File: src/source/rv_core_pkg.sv
// shared widths, reset pc, opcode constants
// plus the enums and structs passed between the core blocks
`default_nettype none

package rv_core_pkg;

    localparam int XLEN = 32;

    typedef logic [XLEN-1:0] word_t;      // data or address word
    typedef logic [4:0]      reg_addr_t;  // register index

    localparam word_t RESET_PC = 32'h8000_0000;

    // base opcodes the core executes, anything else retires as a no-op
    localparam logic [6:0] OPC_OP     = 7'b0110011;
    localparam logic [6:0] OPC_OP_IMM = 7'b0010011;
    localparam logic [6:0] OPC_LUI    = 7'b0110111;
    localparam logic [6:0] OPC_AUIPC  = 7'b0010111;
    localparam logic [6:0] OPC_JAL    = 7'b1101111;
    localparam logic [6:0] OPC_JALR   = 7'b1100111;
    localparam logic [6:0] OPC_BRANCH = 7'b1100011;

    typedef enum logic [2:0] {
        TYPE_R,
        TYPE_I,
        TYPE_U,
        TYPE_J,
        TYPE_B,
        TYPE_NONE  // unknown or dropped opcode
    } inst_type_t;

    typedef enum logic [3:0] {
        ALU_ADD,
        ALU_SUB,
        ALU_SLL,
        ALU_SLT,
        ALU_SLTU,
        ALU_XOR,
        ALU_SRL,
        ALU_SRA,
        ALU_OR,
        ALU_AND
    } alu_op_t;

    typedef struct packed {
        inst_type_t inst_type;
        logic [6:0] opcode;
        logic [2:0] funct3;
        alu_op_t    alu_op;
        reg_addr_t  rd;
        reg_addr_t  rs1;
        reg_addr_t  rs2;
        word_t      imm;  // already sign extended
    } decoded_inst_t;

    // next pc override from the execute unit
    typedef struct packed {
        logic  jump_en;
        word_t target;
    } redirect_t;

    // one finished instruction
    typedef struct packed {
        word_t     pc;
        reg_addr_t rd;
        logic      we;
        word_t     wdata;
    } retire_t;

endpackage

`default_nettype wire
File: src/source/alu.sv
// integer add/sub, shifts, compares and bitwise logic
`timescale 1ns/1ps
`default_nettype none

module alu (
    input  rv_core_pkg::word_t   a,
    input  rv_core_pkg::word_t   b,
    input  rv_core_pkg::alu_op_t op,
    output rv_core_pkg::word_t   result
);
    import rv_core_pkg::*;

    logic [4:0] shamt;
    logic       lt_signed;
    logic       lt_unsigned;

    assign shamt       = b[4:0];  // upper bits ignored
    assign lt_signed   = ($signed(a) < $signed(b));
    assign lt_unsigned = (a < b);

    always_comb begin
        unique case (op)
            ALU_ADD:  result = a + b;
            ALU_SUB:  result = a - b;
            ALU_SLL:  result = a << shamt;
            ALU_SLT:  result = {{(XLEN - 1){1'b0}}, lt_signed};
            ALU_SLTU: result = {{(XLEN - 1){1'b0}}, lt_unsigned};
            ALU_XOR:  result = a ^ b;
            ALU_SRL:  result = a >> shamt;
            ALU_SRA:  result = word_t'($signed(a) >>> shamt);  // keeps sign
            ALU_OR:   result = a | b;
            ALU_AND:  result = a & b;
            default:  result = '0;
        endcase
    end

endmodule

`default_nettype wire

File: src/source/core_top.sv
// core top level, fetch unit, register file and execute unit
`timescale 1ns/1ps
`default_nettype none

module core_top (
    input  logic                 clk,
    input  logic                 reset,
    output logic                 imem_req,
    output rv_core_pkg::word_t   imem_addr,
    input  rv_core_pkg::word_t   imem_rdata,
    output logic                 retire_valid,
    output rv_core_pkg::retire_t retire
);
    import rv_core_pkg::*;

    redirect_t redirect;
    logic      exec_valid;
    word_t     pc;
    reg_addr_t rs1_addr;
    reg_addr_t rs2_addr;
    word_t     rs1_data;
    word_t     rs2_data;
    logic      rf_we;
    reg_addr_t rf_waddr;
    word_t     rf_wdata;

    fetch_unit u_fetch_unit (
        .clk        (clk),
        .reset      (reset),
        .redirect   (redirect),
        .exec_valid (exec_valid),
        .pc         (pc),
        .imem_req   (imem_req),
        .imem_addr  (imem_addr)
    );

    reg_file u_reg_file (
        .clk    (clk),
        .reset  (reset),
        .raddr1 (rs1_addr),
        .raddr2 (rs2_addr),
        .rdata1 (rs1_data),
        .rdata2 (rs2_data),
        .we     (rf_we),
        .waddr  (rf_waddr),
        .wdata  (rf_wdata)
    );

    // instruction word comes straight from memory in the execute cycle
    execute_unit u_execute_unit (
        .clk          (clk),
        .reset        (reset),
        .exec_valid   (exec_valid),
        .pc           (pc),
        .inst         (imem_rdata),
        .rs1_addr     (rs1_addr),
        .rs2_addr     (rs2_addr),
        .rs1_data     (rs1_data),
        .rs2_data     (rs2_data),
        .rf_we        (rf_we),
        .rf_waddr     (rf_waddr),
        .rf_wdata     (rf_wdata),
        .redirect     (redirect),
        .retire_valid (retire_valid),
        .retire       (retire)
    );

endmodule

`default_nettype wire

File: src/source/execute_unit.sv
// operand select, branch decision, write-back select and the retire register
`timescale 1ns/1ps
`default_nettype none

module execute_unit (
    input  logic                   clk,
    input  logic                   reset,
    input  logic                   exec_valid,
    input  rv_core_pkg::word_t     pc,
    input  rv_core_pkg::word_t     inst,
    output rv_core_pkg::reg_addr_t rs1_addr,
    output rv_core_pkg::reg_addr_t rs2_addr,
    input  rv_core_pkg::word_t     rs1_data,
    input  rv_core_pkg::word_t     rs2_data,
    output logic                   rf_we,
    output rv_core_pkg::reg_addr_t rf_waddr,
    output rv_core_pkg::word_t     rf_wdata,
    output rv_core_pkg::redirect_t redirect,
    output logic                   retire_valid,
    output rv_core_pkg::retire_t   retire
);
    import rv_core_pkg::*;

    decoded_inst_t dec;
    word_t         alu_a;
    word_t         alu_b;
    word_t         alu_result;
    word_t         link_pc;
    logic          is_jal;
    logic          is_jalr;
    logic          branch_taken;

    inst_decoder u_inst_decoder (
        .inst (inst),
        .dec  (dec)
    );

    alu u_alu (
        .a      (alu_a),
        .b      (alu_b),
        .op     (dec.alu_op),
        .result (alu_result)
    );

    assign rs1_addr = dec.rs1;
    assign rs2_addr = dec.rs2;
    assign is_jal   = (dec.inst_type == TYPE_J);
    assign is_jalr  = (dec.opcode == OPC_JALR);
    assign link_pc  = pc + 32'd4;

    // the ALU also forms every jump and branch target
    always_comb begin
        unique case (dec.inst_type)
            TYPE_U:         alu_a = (dec.opcode == OPC_LUI) ? '0 : pc;
            TYPE_J, TYPE_B: alu_a = pc;
            default:        alu_a = rs1_data;  // R, I, JALR
        endcase
    end

    assign alu_b = (dec.inst_type == TYPE_R) ? rs2_data : dec.imm;

    always_comb begin
        branch_taken = 1'b0;
        if (dec.inst_type == TYPE_B) begin
            unique case (dec.funct3)
                3'b000:  branch_taken = (rs1_data == rs2_data);                    // beq
                3'b001:  branch_taken = (rs1_data != rs2_data);                    // bne
                3'b100:  branch_taken = ($signed(rs1_data) < $signed(rs2_data));   // blt
                3'b101:  branch_taken = ($signed(rs1_data) >= $signed(rs2_data));  // bge
                3'b110:  branch_taken = (rs1_data < rs2_data);                     // bltu
                3'b111:  branch_taken = (rs1_data >= rs2_data);                    // bgeu
                default: branch_taken = 1'b0;
            endcase
        end
    end

    assign redirect.jump_en = exec_valid && (is_jal || is_jalr || branch_taken);
    assign redirect.target  = is_jalr ? {alu_result[XLEN-1:1], 1'b0} : alu_result;

    // branches and no-ops leave the register file alone
    assign rf_we    = exec_valid && (dec.inst_type != TYPE_B) && (dec.inst_type != TYPE_NONE);
    assign rf_waddr = dec.rd;
    assign rf_wdata = (is_jal || is_jalr) ? link_pc : alu_result;

    always_ff @(posedge clk) begin
        if (reset) begin
            retire_valid <= 1'b0;
        end else begin
            retire_valid <= exec_valid;  // one pulse per instruction
        end
    end

    always_ff @(posedge clk) begin
        if (exec_valid) begin
            retire.pc    <= pc;
            retire.rd    <= rf_waddr;
            retire.we    <= rf_we;
            retire.wdata <= rf_wdata;
        end
    end

endmodule

`default_nettype wire

File: src/source/fetch_unit.sv
// program counter and the two-state fetch/execute sequencer
`timescale 1ns/1ps
`default_nettype none

module fetch_unit (
    input  logic                   clk,
    input  logic                   reset,
    input  rv_core_pkg::redirect_t redirect,
    output logic                   exec_valid,
    output rv_core_pkg::word_t     pc,
    output logic                   imem_req,
    output rv_core_pkg::word_t     imem_addr
);
    import rv_core_pkg::*;

    typedef enum logic {
        FETCH,
        EXEC
    } state_t;

    state_t state;
    state_t state_next;
    word_t  pc_next;

    // strictly alternating with one instruction in flight
    always_comb begin
        unique case (state)
            FETCH:   state_next = EXEC;
            EXEC:    state_next = FETCH;
            default: state_next = FETCH;
        endcase
    end

    // jump or taken branch wins over the sequential pc
    assign pc_next = redirect.jump_en ? redirect.target : pc + 32'd4;

    always_ff @(posedge clk) begin
        if (reset) begin
            state <= FETCH;
        end else begin
            state <= state_next;
        end
    end

    always_ff @(posedge clk) begin
        if (reset) begin
            pc <= RESET_PC;
        end else if (state == EXEC) begin
            pc <= pc_next;  // advance once per instruction
        end
    end

    assign imem_req   = (state == FETCH) && !reset;  // no request while in reset
    assign imem_addr  = pc;
    assign exec_valid = (state == EXEC);  // word from memory is valid here

endmodule

`default_nettype wire

File: src/source/inst_decoder.sv
// instruction field split, format classification, immediate build
// and ALU operation select
`timescale 1ns/1ps
`default_nettype none

module inst_decoder (
    input  rv_core_pkg::word_t         inst,
    output rv_core_pkg::decoded_inst_t dec
);
    import rv_core_pkg::*;

    logic [6:0] opcode;
    logic [2:0] funct3;
    logic [6:0] funct7;
    inst_type_t inst_type;
    alu_op_t    alu_op;
    word_t      imm;

    assign opcode = inst[6:0];
    assign funct3 = inst[14:12];
    assign funct7 = inst[31:25];

    always_comb begin
        unique case (opcode)
            OPC_OP:               inst_type = TYPE_R;
            OPC_OP_IMM, OPC_JALR: inst_type = TYPE_I;
            OPC_LUI, OPC_AUIPC:   inst_type = TYPE_U;
            OPC_JAL:              inst_type = TYPE_J;
            OPC_BRANCH:           inst_type = TYPE_B;
            default:              inst_type = TYPE_NONE;  // loads, stores, system
        endcase
    end

    always_comb begin
        unique case (inst_type)
            TYPE_I: imm = {{20{inst[31]}}, inst[31:20]};
            TYPE_U: imm = {inst[31:12], 12'h000};
            TYPE_B: begin
                imm = {{20{inst[31]}}, inst[7], inst[30:25], inst[11:8], 1'b0};
            end
            TYPE_J: begin
                imm = {{12{inst[31]}}, inst[19:12], inst[20], inst[30:21], 1'b0};
            end
            default: imm = '0;  // R form and no-ops
        endcase
    end

    // only OP and OP-IMM use funct3; everything else adds
    always_comb begin
        alu_op = ALU_ADD;
        if (opcode == OPC_OP || opcode == OPC_OP_IMM) begin
            unique case (funct3)
                3'b000: begin
                    // ADDI has no SUB form, funct7 there is immediate bits
                    if (inst_type == TYPE_R && funct7[5]) begin
                        alu_op = ALU_SUB;
                    end
                end
                3'b001:  alu_op = ALU_SLL;
                3'b010:  alu_op = ALU_SLT;
                3'b011:  alu_op = ALU_SLTU;
                3'b100:  alu_op = ALU_XOR;
                3'b101:  alu_op = funct7[5] ? ALU_SRA : ALU_SRL;  // both forms
                3'b110:  alu_op = ALU_OR;
                3'b111:  alu_op = ALU_AND;
                default: alu_op = ALU_ADD;
            endcase
        end
    end

    always_comb begin
        dec.inst_type = inst_type;
        dec.opcode    = opcode;
        dec.funct3    = funct3;
        dec.alu_op    = alu_op;
        dec.rd        = inst[11:7];
        dec.rs1       = inst[19:15];
        dec.rs2       = inst[24:20];
        dec.imm       = imm;
    end

endmodule

`default_nettype wire

File: src/source/reg_file.sv
// 32 x 32 integer register file, two read ports, x0 tied to zero
`timescale 1ns/1ps
`default_nettype none

module reg_file (
    input  logic                   clk,
    input  logic                   reset,
    input  rv_core_pkg::reg_addr_t raddr1,
    input  rv_core_pkg::reg_addr_t raddr2,
    output rv_core_pkg::word_t     rdata1,
    output rv_core_pkg::word_t     rdata2,
    input  logic                   we,
    input  rv_core_pkg::reg_addr_t waddr,
    input  rv_core_pkg::word_t     wdata
);
    import rv_core_pkg::*;

    word_t regs [32];

    always_ff @(posedge clk) begin
        if (reset) begin
            for (int i = 0; i < 32; i++) begin
                regs[i] <= '0;
            end
        end else if (we && (waddr != '0)) begin  // x0 never written
            regs[waddr] <= wdata;
        end
    end

    // combinational reads, same cycle as the address
    assign rdata1 = (raddr1 == '0) ? '0 : regs[raddr1];
    assign rdata2 = (raddr2 == '0) ? '0 : regs[raddr2];

endmodule

`default_nettype wire

File: config.mk
export PLATFORM = sky130hd
export DESIGN_NAME = core_top
export DESIGN_NICKNAME = d
export VERILOG_FILES = /design/src/source/rv_core_pkg.sv /design/src/source/alu.sv /design/src/source/core_top.sv /design/src/source/execute_unit.sv /design/src/source/fetch_unit.sv /design/src/source/inst_decoder.sv /design/src/source/reg_file.sv
export SDC_FILE = /design/constraint.sdc
export NUM_CORES = 2
export LEC_CHECK = 0
export BUFFER_PORTS_ARGS = -buffer_cell sky130_fd_sc_hd__buf_2
export CAP_MARGIN = 10
export CORE_MARGIN = 4
export CORE_UTILIZATION = 45
export CTS_BUF_LIST = sky130_fd_sc_hd__clkbuf_2 sky130_fd_sc_hd__clkbuf_4 sky130_fd_sc_hd__clkbuf_8
export DETAILED_ROUTE_END_ITERATION = 10
export SLEW_MARGIN = 20
export SYNTH_ARGS = -nofsm -noshare
export SYNTH_HDL_FRONTEND = slang
export SYNTH_SLANG_ARGS = --single-unit
File: constraint.sdc
create_clock -name clk -period 9.2 [get_ports clk]
set_input_delay 0.92 -clock clk [delete_from_list [all_inputs] [get_ports clk]]
set_output_delay 0.92 -clock clk [all_outputs]
set_load 0.01 [all_outputs]
== Word level (Yosys, flattened, before mapping) ==
Memory sizes are Yosys's and may differ from the RTL's.
Cells that the tools add are included.

* Bits in writable memories: 1024
* Memories: 1
* Register bits: 104
* Logic and storage cells: 101
* Input bits: 34

{| class="wikitable"
|+ Memory list
! memory !! words !! width !! read ports !! clocked after memory_dff !! write ports !! line !! source
|-
| u_reg_file.regs || 32 || 32 || 2 || 0 || 32 || reg_file.sv:18 || <nowiki>word_t regs [32];</nowiki>
|}

* Bitwise logic cells: 4
* $add $sub $neg: 3
* Magnitude comparators: 6
* Muxes and demuxes: 26
* Shift operators: 3
* Reductions and logical operators: 20
* Equality and inequality tests: 31

{| class="wikitable"
|+ Operator list
! kind !! count
|-
| $pmux 32 s10 || 1
|-
| $mux 32 || 7
|-
| $lt 32x32->1 || 4
|-
| $pmux 32 s4 || 1
|-
| $ge 32x32->1 || 2
|-
| $pmux 32 s2 || 1
|-
| $add 32x3->32 const B || 1
|-
| $add 32x32->32 || 1
|-
| $and 32x32->32 || 1
|-
| $eq 32x32->1 || 1
|-
| $ne 32x32->1 || 1
|-
| $or 32x32->32 || 1
|-
| $pmux 4 s8 || 1
|-
| $reduce_or 32->1 || 1
|-
| $shl 32x5->32 || 1
|-
| $shr 32x5->32 || 1
|-
| $sshr 32x5->32 || 1
|-
| $sub 32x32->32 || 1
|-
| $xor 32x32->32 || 1
|-
| $eq 7x7->1 const B || 3
|-
| $eq 4x3->1 const B || 4
|-
| $eq 3x3->1 const B || 5
|-
| $pmux 3 s5 || 1
|-
| $eq 7x5->1 const B || 2
|-
| 21 further kinds || 49
|}

== Longest topological paths before layout ==
* Word-level depth: 12
* Gate-level depth with buffers: 32
* Gate-level depth less buffers: 21

== By module ==
Synthesis repeated with hierarchy kept, for this count alone.

* Cells, all modules: 5536
* Area, all modules: 70191.1 sq um

{| class="wikitable"
|+ Modules (own cells, without submodules)
! module !! cells each !! area an instance (sq um) !! seq. area each (sq um) !! times used
|-
| reg_file || 3502 || 54253.3 || 30749.5 || 1
|-
| alu || 1209 || 8326.7 || 0.0 || 1
|-
| execute_unit || 434 || 4623.2 || 2122.0 || 1
|-
| fetch_unit || 290 || 2234.6 || 660.6 || 1
|-
| inst_decoder || 101 || 753.2 || 0.0 || 1
|}

== Worst setup path before layout ==
Ideal clock, no wire load.

* Path kind: input port to flip-flop
* Start: input port imem_rdata[20]
* End: memory u_reg_file.regs[15][21] (netlist name) (data pin)
* Setup time: 0.275 ns
* Arrival time: 7.503 ns
* Setup slack: 1.422 ns
* Cell stages on the path: 29
* Required time: 8.925 ns
* Cells stage by stage: buf_4 > buf_6 > buf_6 > buf_6 > buf_6 > buf_2 > buf_2 > buf_2 > clkbuf_1 > buf_2 > mux2i_1 > o221ai_1 > a221oi_1 > nor3_1 > inv_1 > o21ai_0 > ha_1 > clkbuf_1 > and4_1 > nand2b_1 > a21o_1 > a2111oi_0 > o21ai_0 > a21oi_1 > o311a_1 > o221ai_1 > nor4_2 > buf_2 > a211oi_1

{| class="wikitable"
|+ RTL lines
! element !! line !! source
|-
| start: declaration || core_top.sv:10 || <nowiki>input rv_core_pkg::word_t imem_rdata,</nowiki>
|-
| end: declaration || reg_file.sv:18 ||
|}

==> impl_metrics.json <==
{
  "clockRootBuffer": "clkbuf_8",
  "arrival_ns": 8.39,
  "hold_ws_ns": 0.337,
  "drt-initial-drc-count": 10600,
  "finalCritPeriodShare_pct": 83.8,
  "fin_area_um2": 78900,
  "yosys.area.top_type_share_pct": 46.4,
  "hold_viol": 0,
  "wirelength_um": 357000,
  "p_leak_nw": 29.2,
  "setup_tns_ns": 0,
  "seq_area_frac_synth_pct": 47.4,
  "regToRegStartpoint": "u_reg_file.regs[14][1]",
  "min_delay_path_depth": 2,
  "grt_overflow_total": 0,
  "rsz0062_at_grt": "no",
  "status": "finished clean",
  "fin_total_pwr_mw": 13.6,
  "portBuffers": 137,
  "synth_flop_cell": "edfxtp_1",
  "worstSetupStartpointType": "primary input",
  "clk_latency_ns": 0.99,
  "cts_buffers": 192,
  "critPathMaxFanout": 32,
  "num_rows": 145,
  "cp_slowest_cell": "or3_2",
  "coreArea_um2": 156000,
  "wl_per_cell_um": 41.4,
  "worst_slack_ns": 1.49,
  "crit_family": "simple AND/OR/NAND/NOR gates",
  "grt_use_total_pct": 42.8,
  "cts_resized": 0,
  "die_w_um": 405,
  "layout_commonest_cell": "edfxtp_1",
  "yosysWarnings": 0,
  "min_to": "u_fetch_unit.exec_valid",
  "dr.pass1.iters": 8,
  "nets": 6570,
  "synth_edf_count": 1094,
  "reg2regPathDepth": 21,
  "dieHeight_um": 405,
  "dpl.hpwl_um": 239000,
  "crit_path_end_kind": "flop",
  "yosysTopAreaCell": "edfxtp_1",
  "critPathRequiredTime_ns": 9.88,
  "p_per_area_nw_per_um2": 172,
  "synth_area_leaders": "edfxtp_1, mux4_2, mux2i_1",
  "skew_ns": 0.0684,
  "ant_nets": 0,
  "report.final.slew_viol_count": 0,
  "hp-start": "reset",
  "cts_hold_buf": 0,
  "rrSetupSlack_ns": 2.34,
  "drc_errors": 0,
  "ys_ff_latch": 1128,
  "synth.distinct_cells": 113,
  "irDropWorstVdd_v": 0.000147,
  "detailedPlace.worstSlack_ns": 0.615,
  "vias": 62900,
  "netlist_instances": 6305,
  "antenna_found_initial": 24,
  "gp_congestion": 1.07,
  "cpPeakStageDelay_ns": 0.90,
  "initial_core_util_pct": 45.3,
  "maxCapViolCount": 0,
  "cts_tree": "done",
  "grt_pass1_vias": 60000,
  "cts_sinks": 1128,
  "syn_area_um2": 70800,
  "async_reset_ff_share_pct": 0,
  "area_delta_synth_final_pct": 11.4,
  "place_area_um2": 75000,
  "drive_gt1_share_pct": 21.7,
  "hold_path.class": "in -> reg",
  "r2r-end": "u_reg_file.regs[22][24]",
  "htree_levels": 4,
  "final_cell_mix": "edfxtp_1, nor2_1, mux2i_1",
  "grt_max_degree": 94,
  "die_area_um2": 164000,
  "crit_chain": "buf_2, or3_2, buf_4, o22ai_1, a211o_1, a21oi_1, nor3_1, inv_1, a21oi_1, ha_1, or4_1, or4_1, a211o_1, a311o_1, nor3_1, o2111ai_1, and4b_1, o41ai_4, buf_12, nor2_1",
  "max_slew_margin_pct": 18.6,
  "crit_type": "in -> reg",
  "post_cts_buffers": 0,
  "path_clk_slew_ns": 0.06,
  "avgSynthCellArea_um2": 11.2,
  "ios": 138,
  "finalSetupViolCount": 0,
  "period_needed_ns": 7.71,
  "grt_pass1_wl_um": 486000,
  "tightest_slew_ns": 1.21,
  "max_freq_mhz": 130,
  "cts_buffer_depth": 3,
  "vias_per_cell": 7.28,
  "critPathBufInv": 4
}
-- area by class of cell --
class | count | area [µm²]
Fill cell | 13900 | 77300
Multi-Input combinational cell | 4397 | 34400
Sequential cell | 1128 | 33500
Timing Repair Buffer | 514 | 3910
Clock buffer | 259 | 3150
Tap cell | 2058 | 2570
Clock inverter | 97 | 658
Inverter | 170 | 641
Antenna cell | 14 | 35.0
-- report_power, final --
| group | leakage [nW] | internal (mW) | total [mW] | switching [mW] |
|---|---|---|---|---|
| Sequential | 11.5 | 5.82 | 5.92 | 0.0995 |
| Clock | 2.02 | 2.37 | 4.64 | 2.28 |
| Combinational | 15.7 | 0.900 | 3.01 | 2.11 |
-- kinds of logic (layout without fill, tap and decap cells) --
kind of cell,count (synthesis),count (layout),share of synthesized area [%]
AOI/OAI and AO/OA,1546,1546,15.2
xor gates and xnor gates,25,25,0.309
adders and majority gates,133,133,2.37
buffers and inverters,811,1040,5.24
DFF,1128,1128,47.4
muxes,809,809,17.6
other,1,46,0.00530
and+or+nand+nor,1852,1852,11.9
-- layer usage --
| layer | vias to the layer above | GRT usage [%] | routed length, µm |
|---|---|---|---|
| met2 | 5548 | 64.0 | 154000 |
| li1 | 24600 | - | - |
| met5 | - | 0 | 132 |
| met4 | 18 | 32.1 | 33900 |
| met1 | 31200 | 52.0 | 122000 |
| met3 | 1474 | 13.5 | 47700 |
-- cell usage after synthesis, drive strengths merged, types with 131 or more instances --
master,count
nor2,915
a22oi,164
o21ai,197
a211oi,285
a21oi,343
nor3,184
mux4,344
mux2i,423
buf,286
clkbuf,355
inv,170
edfxtp,1094
nand2,323
ha,131
-- per-stage QoR --
step / utilization, % / instances
finish: 50.5 / 8637
global placement: 48.0 / 8267
floorplan: - / 6336
global route: 50.5 / 8625
CTS: 50.5 / 8623
detailed placement: 48.0 / 8267
-- sequential cells by signal, indices dropped and copies added (netlist names) --
signal	cells
u_reg_file.regs	1024
u_fetch_unit.imem_addr	32
u_fetch_unit.exec_valid	1
u_execute_unit.retire_valid	1
u_execute_unit.retire	70
-- how the worst max path moves through the flow --
stage	start	endpoint	slack (ns)	depth (start not counted)
4_1_cts	imem_rdata[23]	u_reg_file.regs[21][0]	1.63	20
3_3_place_gp	imem_rdata[23]	u_reg_file.regs[30][30]	0.61	20
3_5_place_dp	imem_rdata[23]	u_execute_unit.retire[0]	0.61	20
5_1_grt	imem_rdata[23]	u_reg_file.regs[30][30]	1.56	20
2_1_floorplan	imem_rdata[20]	u_reg_file.regs[15][21]	1.42	29
6_report	imem_rdata[23]	u_reg_file.regs[12][0]	1.49	20
No activity file was read; power rests on OpenSTA's default activity.
